**config.mk**
```make
export PLATFORM = sky130hd
export DESIGN_NAME = dft6_top
export DESIGN_NICKNAME = d
export VERILOG_FILES = /design/src/hdl/dft_pkg.sv /design/src/hdl/dft6_top.sv /design/src/hdl/dft6_ctrl.sv /design/src/hdl/frame_buffer.sv /design/src/hdl/dft_rdx2.sv /design/src/hdl/mrd_dft_rdx3.sv
export SDC_FILE = /design/constraint.sdc
export NUM_CORES = 2
export LEC_CHECK = 0
export ABC_CLOCK_PERIOD_IN_PS = 9130
export BUFFER_PORTS_ARGS = -buffer_cell sky130_fd_sc_hd__buf_2
export CAP_MARGIN = 20
export CORE_MARGIN = 1
export CORE_UTILIZATION = 30
export DETAILED_ROUTE_END_ITERATION = 12
export PLACE_DENSITY = 0.4
export SYNTH_ARGS = -nofsm -noshare
export SYNTH_HDL_FRONTEND = slang
export SYNTH_SLANG_ARGS = --single-unit
```
**constraint.sdc**
```tcl
create_clock -name clk -period 9.13 [get_ports clk]
set_clock_uncertainty 0.15 [all_clocks]
set_input_delay 0.4565 -clock clk [delete_from_list [all_inputs] [get_ports clk]]
set_output_delay 0.4565 -clock clk [all_outputs]
set_load 0.03 [all_outputs]
```
**src/hdl/dft_pkg.sv**
```systemverilog
package dft_pkg;

	// controller phases, one frame at a time
	typedef enum logic [2:0] {
		ST_IDLE,
		ST_LOAD,
		ST_RDX3,
		ST_RDX2,
		ST_UNLOAD
	} ctrl_state_e;

	// radix-3 rotation, sin 60 deg in Q14
	localparam logic signed [17:0] SIN60_Q14 = 18'sd14189;

	localparam int ROT_FRAC = 14; // fraction bits dropped after the multiply

	localparam int PROD_W = 48; // full rotation product

endpackage
```
**src/hdl/dft6_top.sv**
```systemverilog
`timescale 1ns/1ns
module dft6_top import dft_pkg::*; #(
	parameter wDataInOut = 30
) (
	input  logic clk,
	input  logic rst_n,

	input  logic in_req,
	output logic in_ack,
	input  logic signed [wDataInOut-1:0] in_real,
	input  logic signed [wDataInOut-1:0] in_imag,

	output logic out_req,
	input  logic out_ack,
	output logic signed [wDataInOut-1:0] out_real,
	output logic signed [wDataInOut-1:0] out_imag
);

ctrl_state_e state;
logic wr_en;
logic wb_en;
logic rdx3_val;
logic rdx3_done;
logic rdx2_val;
logic rdx2_done;
logic [2:0] wr_idx;
logic [2:0] out_idx;
logic [1:0] rd_grp;
logic [1:0] wb_grp;

logic signed [wDataInOut-1:0] r3_real [0:2];
logic signed [wDataInOut-1:0] r3_imag [0:2];
logic signed [wDataInOut-1:0] y3_real [0:2];
logic signed [wDataInOut-1:0] y3_imag [0:2];
logic signed [wDataInOut-1:0] u_real;
logic signed [wDataInOut-1:0] u_imag;
logic signed [wDataInOut-1:0] v_real;
logic signed [wDataInOut-1:0] v_imag;
logic signed [wDataInOut-1:0] z0_real;
logic signed [wDataInOut-1:0] z0_imag;
logic signed [wDataInOut-1:0] z1_real;
logic signed [wDataInOut-1:0] z1_imag;

dft6_ctrl dft6_ctrl_i (
	.clk(clk), .rst_n(rst_n),
	.in_req(in_req), .in_ack(in_ack), .out_req(out_req), .out_ack(out_ack),
	.state(state), .wr_en(wr_en), .wr_idx(wr_idx), .rd_grp(rd_grp),
	.rdx3_val(rdx3_val), .rdx3_done(rdx3_done),
	.rdx2_val(rdx2_val), .rdx2_done(rdx2_done),
	.wb_en(wb_en), .wb_grp(wb_grp), .out_idx(out_idx)
);

frame_buffer #(.wDataInOut(wDataInOut)) frame_buffer_i (
	.clk(clk), .rst_n(rst_n), .state(state),
	.wr_en(wr_en), .wr_idx(wr_idx), .wr_real(in_real), .wr_imag(in_imag),
	.rd_grp(rd_grp), .r3_real(r3_real), .r3_imag(r3_imag),
	.r2_u_real(u_real), .r2_u_imag(u_imag), .r2_v_real(v_real), .r2_v_imag(v_imag),
	.wb_en(wb_en), .wb_grp(wb_grp), .wb3_real(y3_real), .wb3_imag(y3_imag),
	.wb2_z0_real(z0_real), .wb2_z0_imag(z0_imag),
	.wb2_z1_real(z1_real), .wb2_z1_imag(z1_imag),
	.out_idx(out_idx), .out_real(out_real), .out_imag(out_imag)
);

mrd_dft_rdx3 #(.wDataInOut(wDataInOut)) mrd_dft_rdx3_i (
	.clk(clk), .rst_n(rst_n), .in_val(rdx3_val),
	.din_real(r3_real), .din_imag(r3_imag),
	.out_val(rdx3_done), .dout_real(y3_real), .dout_imag(y3_imag)
);

dft_rdx2 #(.wDataInOut(wDataInOut)) dft_rdx2_i (
	.clk(clk), .rst_n(rst_n), .in_val(rdx2_val),
	.u_real(u_real), .u_imag(u_imag), .v_real(v_real), .v_imag(v_imag),
	.out_val(rdx2_done), .z0_real(z0_real), .z0_imag(z0_imag),
	.z1_real(z1_real), .z1_imag(z1_imag)
);

endmodule

```
**src/hdl/dft6_ctrl.sv**
```systemverilog
`timescale 1ns/1ns
module dft6_ctrl import dft_pkg::*; (
	input  logic clk,
	input  logic rst_n,

	input  logic in_req,
	output logic in_ack,
	output logic out_req,
	input  logic out_ack,

	output ctrl_state_e state,
	output logic wr_en,
	output logic [2:0] wr_idx,
	output logic [1:0] rd_grp,
	output logic rdx3_val,
	input  logic rdx3_done,
	output logic rdx2_val,
	input  logic rdx2_done,
	output logic wb_en,
	output logic [1:0] wb_grp,
	output logic [2:0] out_idx
);

logic [2:0] smp_cnt; // samples stored
logic [1:0] iss_cnt; // groups sent to a butterfly
logic [1:0] ret_cnt; // groups written back

assign wr_idx = smp_cnt;
assign rd_grp = iss_cnt;
assign wb_grp = ret_cnt;

assign wr_en = (state == ST_LOAD) && in_req && !in_ack;
assign rdx3_val = (state == ST_RDX3) && (iss_cnt != 2'd2);
assign rdx2_val = (state == ST_RDX2) && (iss_cnt != 2'd3);
assign wb_en = ((state == ST_RDX3) && rdx3_done) || ((state == ST_RDX2) && rdx2_done);

always_ff @(posedge clk) begin
	if (!rst_n) begin
		state <= ST_IDLE;
		in_ack <= 1'b0;
		out_req <= 1'b0;
		smp_cnt <= '0;
		iss_cnt <= '0;
		ret_cnt <= '0;
		out_idx <= '0;
	end else begin
		case (state)
		ST_IDLE: begin
			smp_cnt <= '0;
			state <= ST_LOAD;
		end
		ST_LOAD: begin
			if (in_req && !in_ack) begin
				in_ack <= 1'b1; // sample written this edge
			end else if (!in_req && in_ack) begin
				in_ack <= 1'b0;
				if (smp_cnt == 3'd5) begin
					iss_cnt <= '0;
					ret_cnt <= '0;
					state <= ST_RDX3;
				end else begin
					smp_cnt <= smp_cnt + 3'd1;
				end
			end
		end
		ST_RDX3: begin
			if (rdx3_val)
				iss_cnt <= iss_cnt + 2'd1;
			if (rdx3_done) begin
				if (ret_cnt == 2'd1) begin
					iss_cnt <= '0;
					ret_cnt <= '0;
					state <= ST_RDX2;
				end else begin
					ret_cnt <= ret_cnt + 2'd1;
				end
			end
		end
		ST_RDX2: begin
			if (rdx2_val)
				iss_cnt <= iss_cnt + 2'd1;
			if (rdx2_done) begin
				if (ret_cnt == 2'd2) begin
					out_idx <= '0;
					out_req <= 1'b1; // X[0] slot already final
					state <= ST_UNLOAD;
				end else begin
					ret_cnt <= ret_cnt + 2'd1;
				end
			end
		end
		ST_UNLOAD: begin
			if (out_req && out_ack) begin
				out_req <= 1'b0;
			end else if (!out_req && !out_ack) begin
				if (out_idx == 3'd5) begin
					state <= ST_IDLE;
				end else begin
					out_idx <= out_idx + 3'd1;
					out_req <= 1'b1;
				end
			end
		end
		default: state <= ST_IDLE;
		endcase
	end
end

a_ack_after_req: assert property (@(posedge clk) disable iff (!rst_n)
	$rose(in_ack) |-> $past(in_req));

endmodule

```
**src/hdl/frame_buffer.sv**
```systemverilog
`timescale 1ns/1ns
module frame_buffer import dft_pkg::*; #(
	parameter wDataInOut = 30
) (
	input  logic clk,
	input  logic rst_n,
	input  ctrl_state_e state,

	input  logic wr_en,
	input  logic [2:0] wr_idx,
	input  logic signed [wDataInOut-1:0] wr_real,
	input  logic signed [wDataInOut-1:0] wr_imag,

	input  logic [1:0] rd_grp,
	output logic signed [wDataInOut-1:0] r3_real [0:2],
	output logic signed [wDataInOut-1:0] r3_imag [0:2],
	output logic signed [wDataInOut-1:0] r2_u_real,
	output logic signed [wDataInOut-1:0] r2_u_imag,
	output logic signed [wDataInOut-1:0] r2_v_real,
	output logic signed [wDataInOut-1:0] r2_v_imag,

	input  logic wb_en,
	input  logic [1:0] wb_grp,
	input  logic signed [wDataInOut-1:0] wb3_real [0:2],
	input  logic signed [wDataInOut-1:0] wb3_imag [0:2],
	input  logic signed [wDataInOut-1:0] wb2_z0_real,
	input  logic signed [wDataInOut-1:0] wb2_z0_imag,
	input  logic signed [wDataInOut-1:0] wb2_z1_real,
	input  logic signed [wDataInOut-1:0] wb2_z1_imag,

	input  logic [2:0] out_idx,
	output logic signed [wDataInOut-1:0] out_real,
	output logic signed [wDataInOut-1:0] out_imag
);

logic signed [wDataInOut-1:0] mem_real [0:5];
logic signed [wDataInOut-1:0] mem_imag [0:5];

// Good-Thomas slot for (radix-2 index, radix-3 index), n = 3*a + 2*b mod 6
function automatic logic [2:0] pfa_slot(input int a, input int b);
	return 3'((3 * a + 2 * b) % 6);
endfunction

always_ff @(posedge clk) begin
	if (wr_en) begin
		mem_real[wr_idx] <= wr_real;
		mem_imag[wr_idx] <= wr_imag;
	end else if (wb_en && state == ST_RDX3) begin
		for (int j = 0; j < 3; j++) begin
			mem_real[pfa_slot(wb_grp, j)] <= wb3_real[j]; // k2 order
			mem_imag[pfa_slot(wb_grp, j)] <= wb3_imag[j];
		end
	end else if (wb_en && state == ST_RDX2) begin
		mem_real[pfa_slot(0, wb_grp)] <= wb2_z0_real;
		mem_imag[pfa_slot(0, wb_grp)] <= wb2_z0_imag;
		mem_real[pfa_slot(1, wb_grp)] <= wb2_z1_real;
		mem_imag[pfa_slot(1, wb_grp)] <= wb2_z1_imag;
	end
end

always_comb begin
	for (int j = 0; j < 3; j++) begin
		r3_real[j] = mem_real[pfa_slot(rd_grp, j)];
		r3_imag[j] = mem_imag[pfa_slot(rd_grp, j)];
	end
end

assign r2_u_real = mem_real[pfa_slot(0, rd_grp)];
assign r2_u_imag = mem_imag[pfa_slot(0, rd_grp)];
assign r2_v_real = mem_real[pfa_slot(1, rd_grp)];
assign r2_v_imag = mem_imag[pfa_slot(1, rd_grp)];

// CRT output map, k1 = k mod 2 and k2 = k mod 3
assign out_real = mem_real[pfa_slot(out_idx % 2, out_idx % 3)];
assign out_imag = mem_imag[pfa_slot(out_idx % 2, out_idx % 3)];

a_no_port_clash: assert property (@(posedge clk) disable iff (!rst_n)
	!(wr_en && wb_en));

endmodule

```
**src/hdl/dft_rdx2.sv**
```systemverilog
`timescale 1ns/1ns
module dft_rdx2 #(
	parameter wDataInOut = 30
) (
	input  logic clk,
	input  logic rst_n,

	input  logic in_val,
	input  logic signed [wDataInOut-1:0] u_real,
	input  logic signed [wDataInOut-1:0] u_imag,
	input  logic signed [wDataInOut-1:0] v_real,
	input  logic signed [wDataInOut-1:0] v_imag,

	output logic out_val,
	output logic signed [wDataInOut-1:0] z0_real,
	output logic signed [wDataInOut-1:0] z0_imag,
	output logic signed [wDataInOut-1:0] z1_real,
	output logic signed [wDataInOut-1:0] z1_imag
);

always_ff @(posedge clk) begin
	if (!rst_n) begin
		out_val <= 1'b0;
	end else begin
		out_val <= in_val;
	end
end

always_ff @(posedge clk) begin
	z0_real <= u_real + v_real;
	z0_imag <= u_imag + v_imag;
	z1_real <= u_real - v_real; // wraps like the sum
	z1_imag <= u_imag - v_imag;
end

endmodule

```
**src/hdl/mrd_dft_rdx3.sv**
```systemverilog
`timescale 1ns/1ns
module mrd_dft_rdx3 import dft_pkg::*; #(
	parameter wDataInOut = 30
) (
	input  logic clk,
	input  logic rst_n,

	input  logic in_val,
	input  logic signed [wDataInOut-1:0] din_real [0:2],
	input  logic signed [wDataInOut-1:0] din_imag [0:2],

	output logic out_val,
	output logic signed [wDataInOut-1:0] dout_real [0:2],
	output logic signed [wDataInOut-1:0] dout_imag [0:2]
);

logic [2:0] val_sr;

// stage 1
logic signed [wDataInOut-1:0] a_real;
logic signed [wDataInOut-1:0] a_imag;
logic signed [wDataInOut-1:0] s_real;
logic signed [wDataInOut-1:0] s_imag;
logic signed [wDataInOut-1:0] d_real;
logic signed [wDataInOut-1:0] d_imag;

// stage 2
logic signed [wDataInOut-1:0] y0_real;
logic signed [wDataInOut-1:0] y0_imag;
logic signed [wDataInOut-1:0] m_real;
logic signed [wDataInOut-1:0] m_imag;
logic signed [PROD_W-1:0] prod_real;
logic signed [PROD_W-1:0] prod_imag;

logic signed [wDataInOut-1:0] rot_real;
logic signed [wDataInOut-1:0] rot_imag;

always_ff @(posedge clk) begin
	if (!rst_n) begin
		val_sr <= '0;
	end else begin
		val_sr <= {val_sr[1:0], in_val};
	end
end

assign out_val = val_sr[2];

always_ff @(posedge clk) begin
	a_real <= din_real[0];
	a_imag <= din_imag[0];
	s_real <= din_real[1] + din_real[2];
	s_imag <= din_imag[1] + din_imag[2];
	d_real <= din_real[2] - din_real[1];
	d_imag <= din_imag[2] - din_imag[1];

	y0_real <= a_real + s_real;
	y0_imag <= a_imag + s_imag;
	m_real <= a_real - s_real / 2; // halving truncates toward zero
	m_imag <= a_imag - s_imag / 2;
	prod_real <= d_imag * -SIN60_Q14; // j*d, real part
	prod_imag <= d_real * SIN60_Q14;

	dout_real[0] <= y0_real;
	dout_imag[0] <= y0_imag;
	dout_real[1] <= m_real + rot_real;
	dout_imag[1] <= m_imag + rot_imag;
	dout_real[2] <= m_real - rot_real;
	dout_imag[2] <= m_imag - rot_imag;
end

// floor shift, then wrap to the data width
assign rot_real = prod_real[wDataInOut+ROT_FRAC-1:ROT_FRAC];
assign rot_imag = prod_imag[wDataInOut+ROT_FRAC-1:ROT_FRAC];

a_val_latency: assert property (@(posedge clk) disable iff (!rst_n)
	out_val == $past(in_val, 3));

endmodule

```
; Word level (Yosys, flattened, before mapping)
; Memories as Yosys holds them, arrays and structs flattened. A register that Yosys moved wholly into a read port is not among the register bits.
; Index checks and enable logic that the tools add are counted.
; W data, S select, Z words.
[classes]
add_sub_neg = 29
multipliers = 5
div = 12
order_cmp = 0
n_eq_ne = 26
shift = 0
mux = 69
n_bitwise = 2
reduce_logical = 35
[op_table]
columns = cell, n
row1 = $mod A32 B4 Y32 const B, 9
row2 = $add A30 B30 Y30, 8
row3 = $sub A30 B30 Y30, 8
row4 = $mux W30, 6
row5 = $reduce_or A30 Y1, 6
row6 = $mul A30 B15 Y44 const B, 2
row7 = $mux W3, 24
row8 = $add A32 B3 Y32 const B, 2
row9 = $add A32 B4 Y32 const B, 2
row10 = $mod A4 B4 Y32 const B, 2
row11 = $add A30 B1 Y30, 2
row12 = $add A32 B32 Y32, 1
row13 = $mod A3 B2 Y32 const B, 1
row14 = $mux W1, 22
row15 = $mux W2, 11
row16 = $ne A2 B2 Y1 const B, 11
row17 = $pmux W3 S5, 1
row18 = $logic_and A1 B1 Y1, 12
row19 = $pmux W2 S3, 2
row20 = $pmux W3 S2, 2
row21 = $ne A2 B1 Y1 const B, 5
row22 = $reduce_and A10 Y1, 1
row23 = $reduce_and A5 Y1, 2
row24 = $eq A3 B3 Y1 const B, 3
row25 = 22 further kinds, 33
[word_totals]
regBits = 647
latchBits = 0
mem_bits_rw = 360
romBits = 0
input_bits = 64
out_inout_bits = 62
word_cells = 209
n_memories = 2
[mem_list]
columns = name, depth, word_bits, rd, rd_clocked_by_memory_dff, wr, line_no
row1 = frame_buffer_i.mem_imag, 6, 30, 6, 1, 3, frame_buffer.sv:37  ; logic signed [wDataInOut-1:0] mem_imag [0:5];
row2 = frame_buffer_i.mem_real, 6, 30, 6, 1, 3, frame_buffer.sv:36  ; logic signed [wDataInOut-1:0] mem_real [0:5];

; Longest topological paths before layout
[logic_depth]
depth_word = 10
mapped_depth = 32

; Cells and area by module
; From an unflattened synthesis, not the netlist that was laid out.
[unflattened]
hier_cells = 9460
area_unflattened_um2 = 87816.7
[by_module_without_submodules]
columns = module, n_inst, cells_each, area_per_inst_um2
row1 = mrd_dft_rdx3, 1, 4790, 44347.5
row2 = frame_buffer, 1, 3481, 33714.8
row3 = dft_rdx2, 1, 1051, 8595.7
row4 = dft6_ctrl, 1, 138, 1158.6

; Worst setup path before layout
; Ideal clock, no wire load.
[synth_path]
path_kind = register -> output
from = register dft6_ctrl_i.out_idx[0]
to = output port out_imag[0]
arrival_ps = 6970
required_time_ps = 8524
path_slack_ps = 1554
path_stages_with_launch = 32
path_cell_list = dfxtp_1 > inv_1 > clkbuf_1 > clkbuf_1 > ha_1 > buf_2 > nand3b_1 > o21ai_0 > ha_1 > buf_2 > nor2_1 > ha_1 > and4_1 > a21oi_1 > o32ai_1 > o41a_1 > a21o_1 > a31oi_1 > o31a_1 > o221a_2 > nor4_4 > mux2i_1 > ha_1 > nor2_1 > a21oi_1 > or2_2 > mux2i_1 > buf_2 > clkbuf_1 > nor4_1 > a211o_1 > o22ai_1
[synth_between]
elab_chain_cells = 4
elab_cells_between_ends = 5
cone_classes = 1 x add/sub / 1 x mul / 2 x div / 1 x memory
[synth_rtl]
columns = element, line_no
row1 = "start, declared", dft6_ctrl.sv:21  ; output logic [2:0] out_idx
row2 = "start signal, assigned", dft6_ctrl.sv:99  ; out_idx <= out_idx + 3'd1;
row3 = $mod A3 B2 Y32 or $mul A2 B1 Y3 (tied branches), "frame_buffer.sv:75, frame_buffer.sv:41"
row4 = $add A32 B32 Y32 *, frame_buffer.sv:41  ; return 3'((3 * a + 2 * b) % 6);
row5 = $mod A32 B4 Y32 *, frame_buffer.sv:41
row6 = $mem_v2 Z6 W30 *, --
row7 = "end, declared", dft6_top.sv:16  ; output logic signed [wDataInOut-1:0] out_imag
; Mark *: on every way between the ends. The rest lies on a longest branch, timed or not.

; Final worst setup path
[layout_path]
from = register dft6_ctrl_i.out_idx[2]
to = output port out_imag[6]
[layout_between]
elab_chain_cells = 4
[layout_rtl]
columns = element, line_no
row1 = $mod A3 B2 Y32, frame_buffer.sv:75  ; assign out_imag = mem_imag[pfa_slot(out_idx % 2, out_idx % 3)];
row2 = $add A32 B32 Y32, frame_buffer.sv:41
row3 = $mod A32 B4 Y32, frame_buffer.sv:41
row4 = $mem_v2 Z6 W30, --
; Every way passes these cells.

==> impl_metrics.ini <==
[clocking]
path_clk_slew_ns = 0.06
clock-root-buffer = clkbuf_16
cts_buffer_depth = 4
cts_tree = built
clock_latency_ns = 0.83
cts-htree-levels = 4
numCtsBuffers = 146
clock-sinks = 1033

[critical_path]
path_cells = nand2b_1 > nand2_1 > ha_1 > nand2_1 > o32a_1 > and3b_1 > o41a_1 > or3_4 > a31oi_4 > nor4_1 > o221a_2 > nor4_4 > buf_4 > mux2i_1 > ha_1 > nand2b_4 > buf_12 > and3_1 > a2111oi_1 > o22ai_2 > buf_4 > buf_2
critical_path_required_ns = 8.52
endpoint_kind = output port
critPathMaxFanout = 92
cp_slowest_cell = dfxtp_1
max_stage_delay_ns = 0.70
worst_ep_arrival_time_ns = 8.09
path_buf_inv = 4
worst_setup_path_start_kind = register
critPathKind = register to output port
cpLargestDelayFamily = simple AND/OR/NAND/NOR gates

[timing]
fin_ws_ns = 0.432
fin_crit_ns = 8.70
slew_viol_final = 0
slew_headroom_pct = 21.1
hold_viol_final = 0
rsz0062_at_grt = false
worst_pin_slew_ns = 1.18
fin_crit_sh_pct = 95.3
whs_ns = 0.125
max_freq_ghz = 0.115
setup_viol_count_final = 0

[drt]
wl_per_cell_um = 26.8
ant_nets = 0
viasPerCell = 5.37
firstDrtPassIters = 6
vias = 72300
drc = 0
totalWireLength_um = 361000
drt-initial-drc-count = 5829

[synth]
ys_warn_count = 0
synthesis.area_um2 = 86300
synth_cell_type_count = 87
synth_ff_type = dfxtp_1
yosysMostFrequentCell = inv_1
synth.area.top_cells = dfxtp_1, ha_1, edfxtp_1
yosysSeqAreaShare_pct = 28.1
ys_top_cells_by_count = inv_1, nand2_1, ha_1, nor2_1, a21oi_1
syn_area_per_cell_um2 = 8.90
syn_inst = 9694
ys_async_sr_fraction_pct = 0
synth_edf_count = 360
synth_fp_nets = 11000
synth_top_cell_by_area = dfxtp_1
ys_seq_elements = 1033
netlist.area_leader.share_pct = 15.6

[grt]
grt_pass1_wl_um = 515000
antenna_found_initial = 26
grt_use_total_pct = 24.3
grt_pass1_vias = 72400
grt_max_degree = 122
grt_overflow = 0

[floorplan]
die-width_um = 538
rows = 196
core-area_um2 = 285000
fp.dieH_um = 538
ios = 126
start_util_pct = 30.2
die-area_um2 = 290000

[pwr]
power_leakage_nw = 41.1
power.density_nw_per_um2 = 175
peakVddDrop_uv = 126

[placed_design]
dp_hpwl_um = 264000
place_inst = 13200
place_ws_ns = 0.464
port_buffers = 125
gp_congestion = 0.908

[finish]
n_fill_cell = 29600
postLayoutCoreUtil_pct = 33.7
fin_nets = 10900
fin_cells = 13500
area_delta_synth_final_pct = 11.5
drive_gt1_share_pct = 8.70

[hold_path]
hold_class = primary input to register

[run_status]
status = finished clean

[job]
drv_cap = 0
cells by family after synthesis:
group                      Yosys count  share of synthesized area [%]
and+or+nand+nor                   2585                           13.6
DFF                               1033                           28.1
muxes                              555                           9.08
buffers and inverters             1534                           6.80
xor gates and xnor gates           513                           5.22
adders and majority gates         1242                           21.1
AOI/OAI and AO/OA                 2232                           16.1
power by group:
part | switching (W) | internal [W] | leakage [nW]
logic | 0.00310 | 0.00176 | 29.8
clock network | 0.00234 | 0.00346 | 2.35
registers | 0.000735 | 0.00541 | 8.93
total | 0.00618 | 0.0106 | 41.1
registers in the layout, indices dropped and copies added (netlist names), 89 cells and up:
| signal | cells |
|---|---|
| mrd_dft_rdx3_i.dout_real | 89 |
| frame_buffer_i.mem_real | 180 |
| mrd_dft_rdx3_i.dout_imag | 89 |
| frame_buffer_i.mem_imag | 180 |
worst paths after layout:
check,from,to,slack (ns),cells past startpoint
max,dft6_ctrl_i.out_idx[2],out_imag[6],0.43,22
min,in_imag[17],frame_buffer_i.mem_imag[2][17],0.13,5
max reg2reg,dft6_ctrl_i.rd_grp[0],dft_rdx2_i.z0_real[29],1.11,20
min reg2reg,mrd_dft_rdx3_i.y0_imag[29],mrd_dft_rdx3_i.dout_imag[89],0.17,0
routing by layer:
metal,GRT usage (%),share of wire [%],up-vias
met5,0,0.025,-
met1,30.9,43,35600
met3,2.47,4.7,661
met4,11.6,5.3,12
li1,-,-,33600
met2,41.3,47,2419
worst min-delay path, delay by kind of cell:
kind	cells	cell delay [ns]
AOI/OAI and AO/OA	2	0.24
buffers and inverters	1	0.08
and+or+nand+nor	1	0.04
muxes	1	0.14
stage by stage:
step	total power, W	area (um^2)	TNS, ns
after floorplan	0.00900	86300	0
after global placement	0.0111	91200	-0.00600
after global routing	0.0177	96100	0
after detailed placement	0.0111	91200	0
final	0.0168	96200	0
after CTS	0.0170	96000	0
layout make-up:
class                      instances  area, um^2  area share [%]
multi-input combinational       7127       56600            58.9
sequential                      1033       24300            25.3
tap                             3762        4710            4.90
clock buffer                     203        4350            4.52
inverter                        1004        3770            3.92
timing repair buffer             263        1980            2.06
clock inverter                    51         404           0.420
antenna                           22        55.1          0.0573
placed cells by master (no fill, tap or decap), types with 176 or more instances in the layout:
cell	Yosys	routed
mux4_2	176	176
inv_1	1002	1001
mux2i_1	319	316
nor2_1	848	843
o21ai_0	542	541
xnor2_1	369	357
ha_1	890	885
dfxtp_1	673	670
a21oi_1	776	776
edfxtp_1	360	360
nand2_1	900	895
fa_1	351	351
repair_timing:
item,CTS,global route
setup buffers,0,1
setup endpoints to repair,7,59
hold buffers,4,0
pin swaps,0,2
endpoints found under the hold margin,19,0
gates resized for setup,6,15
No activity file was read; power rests on OpenSTA's default activity.
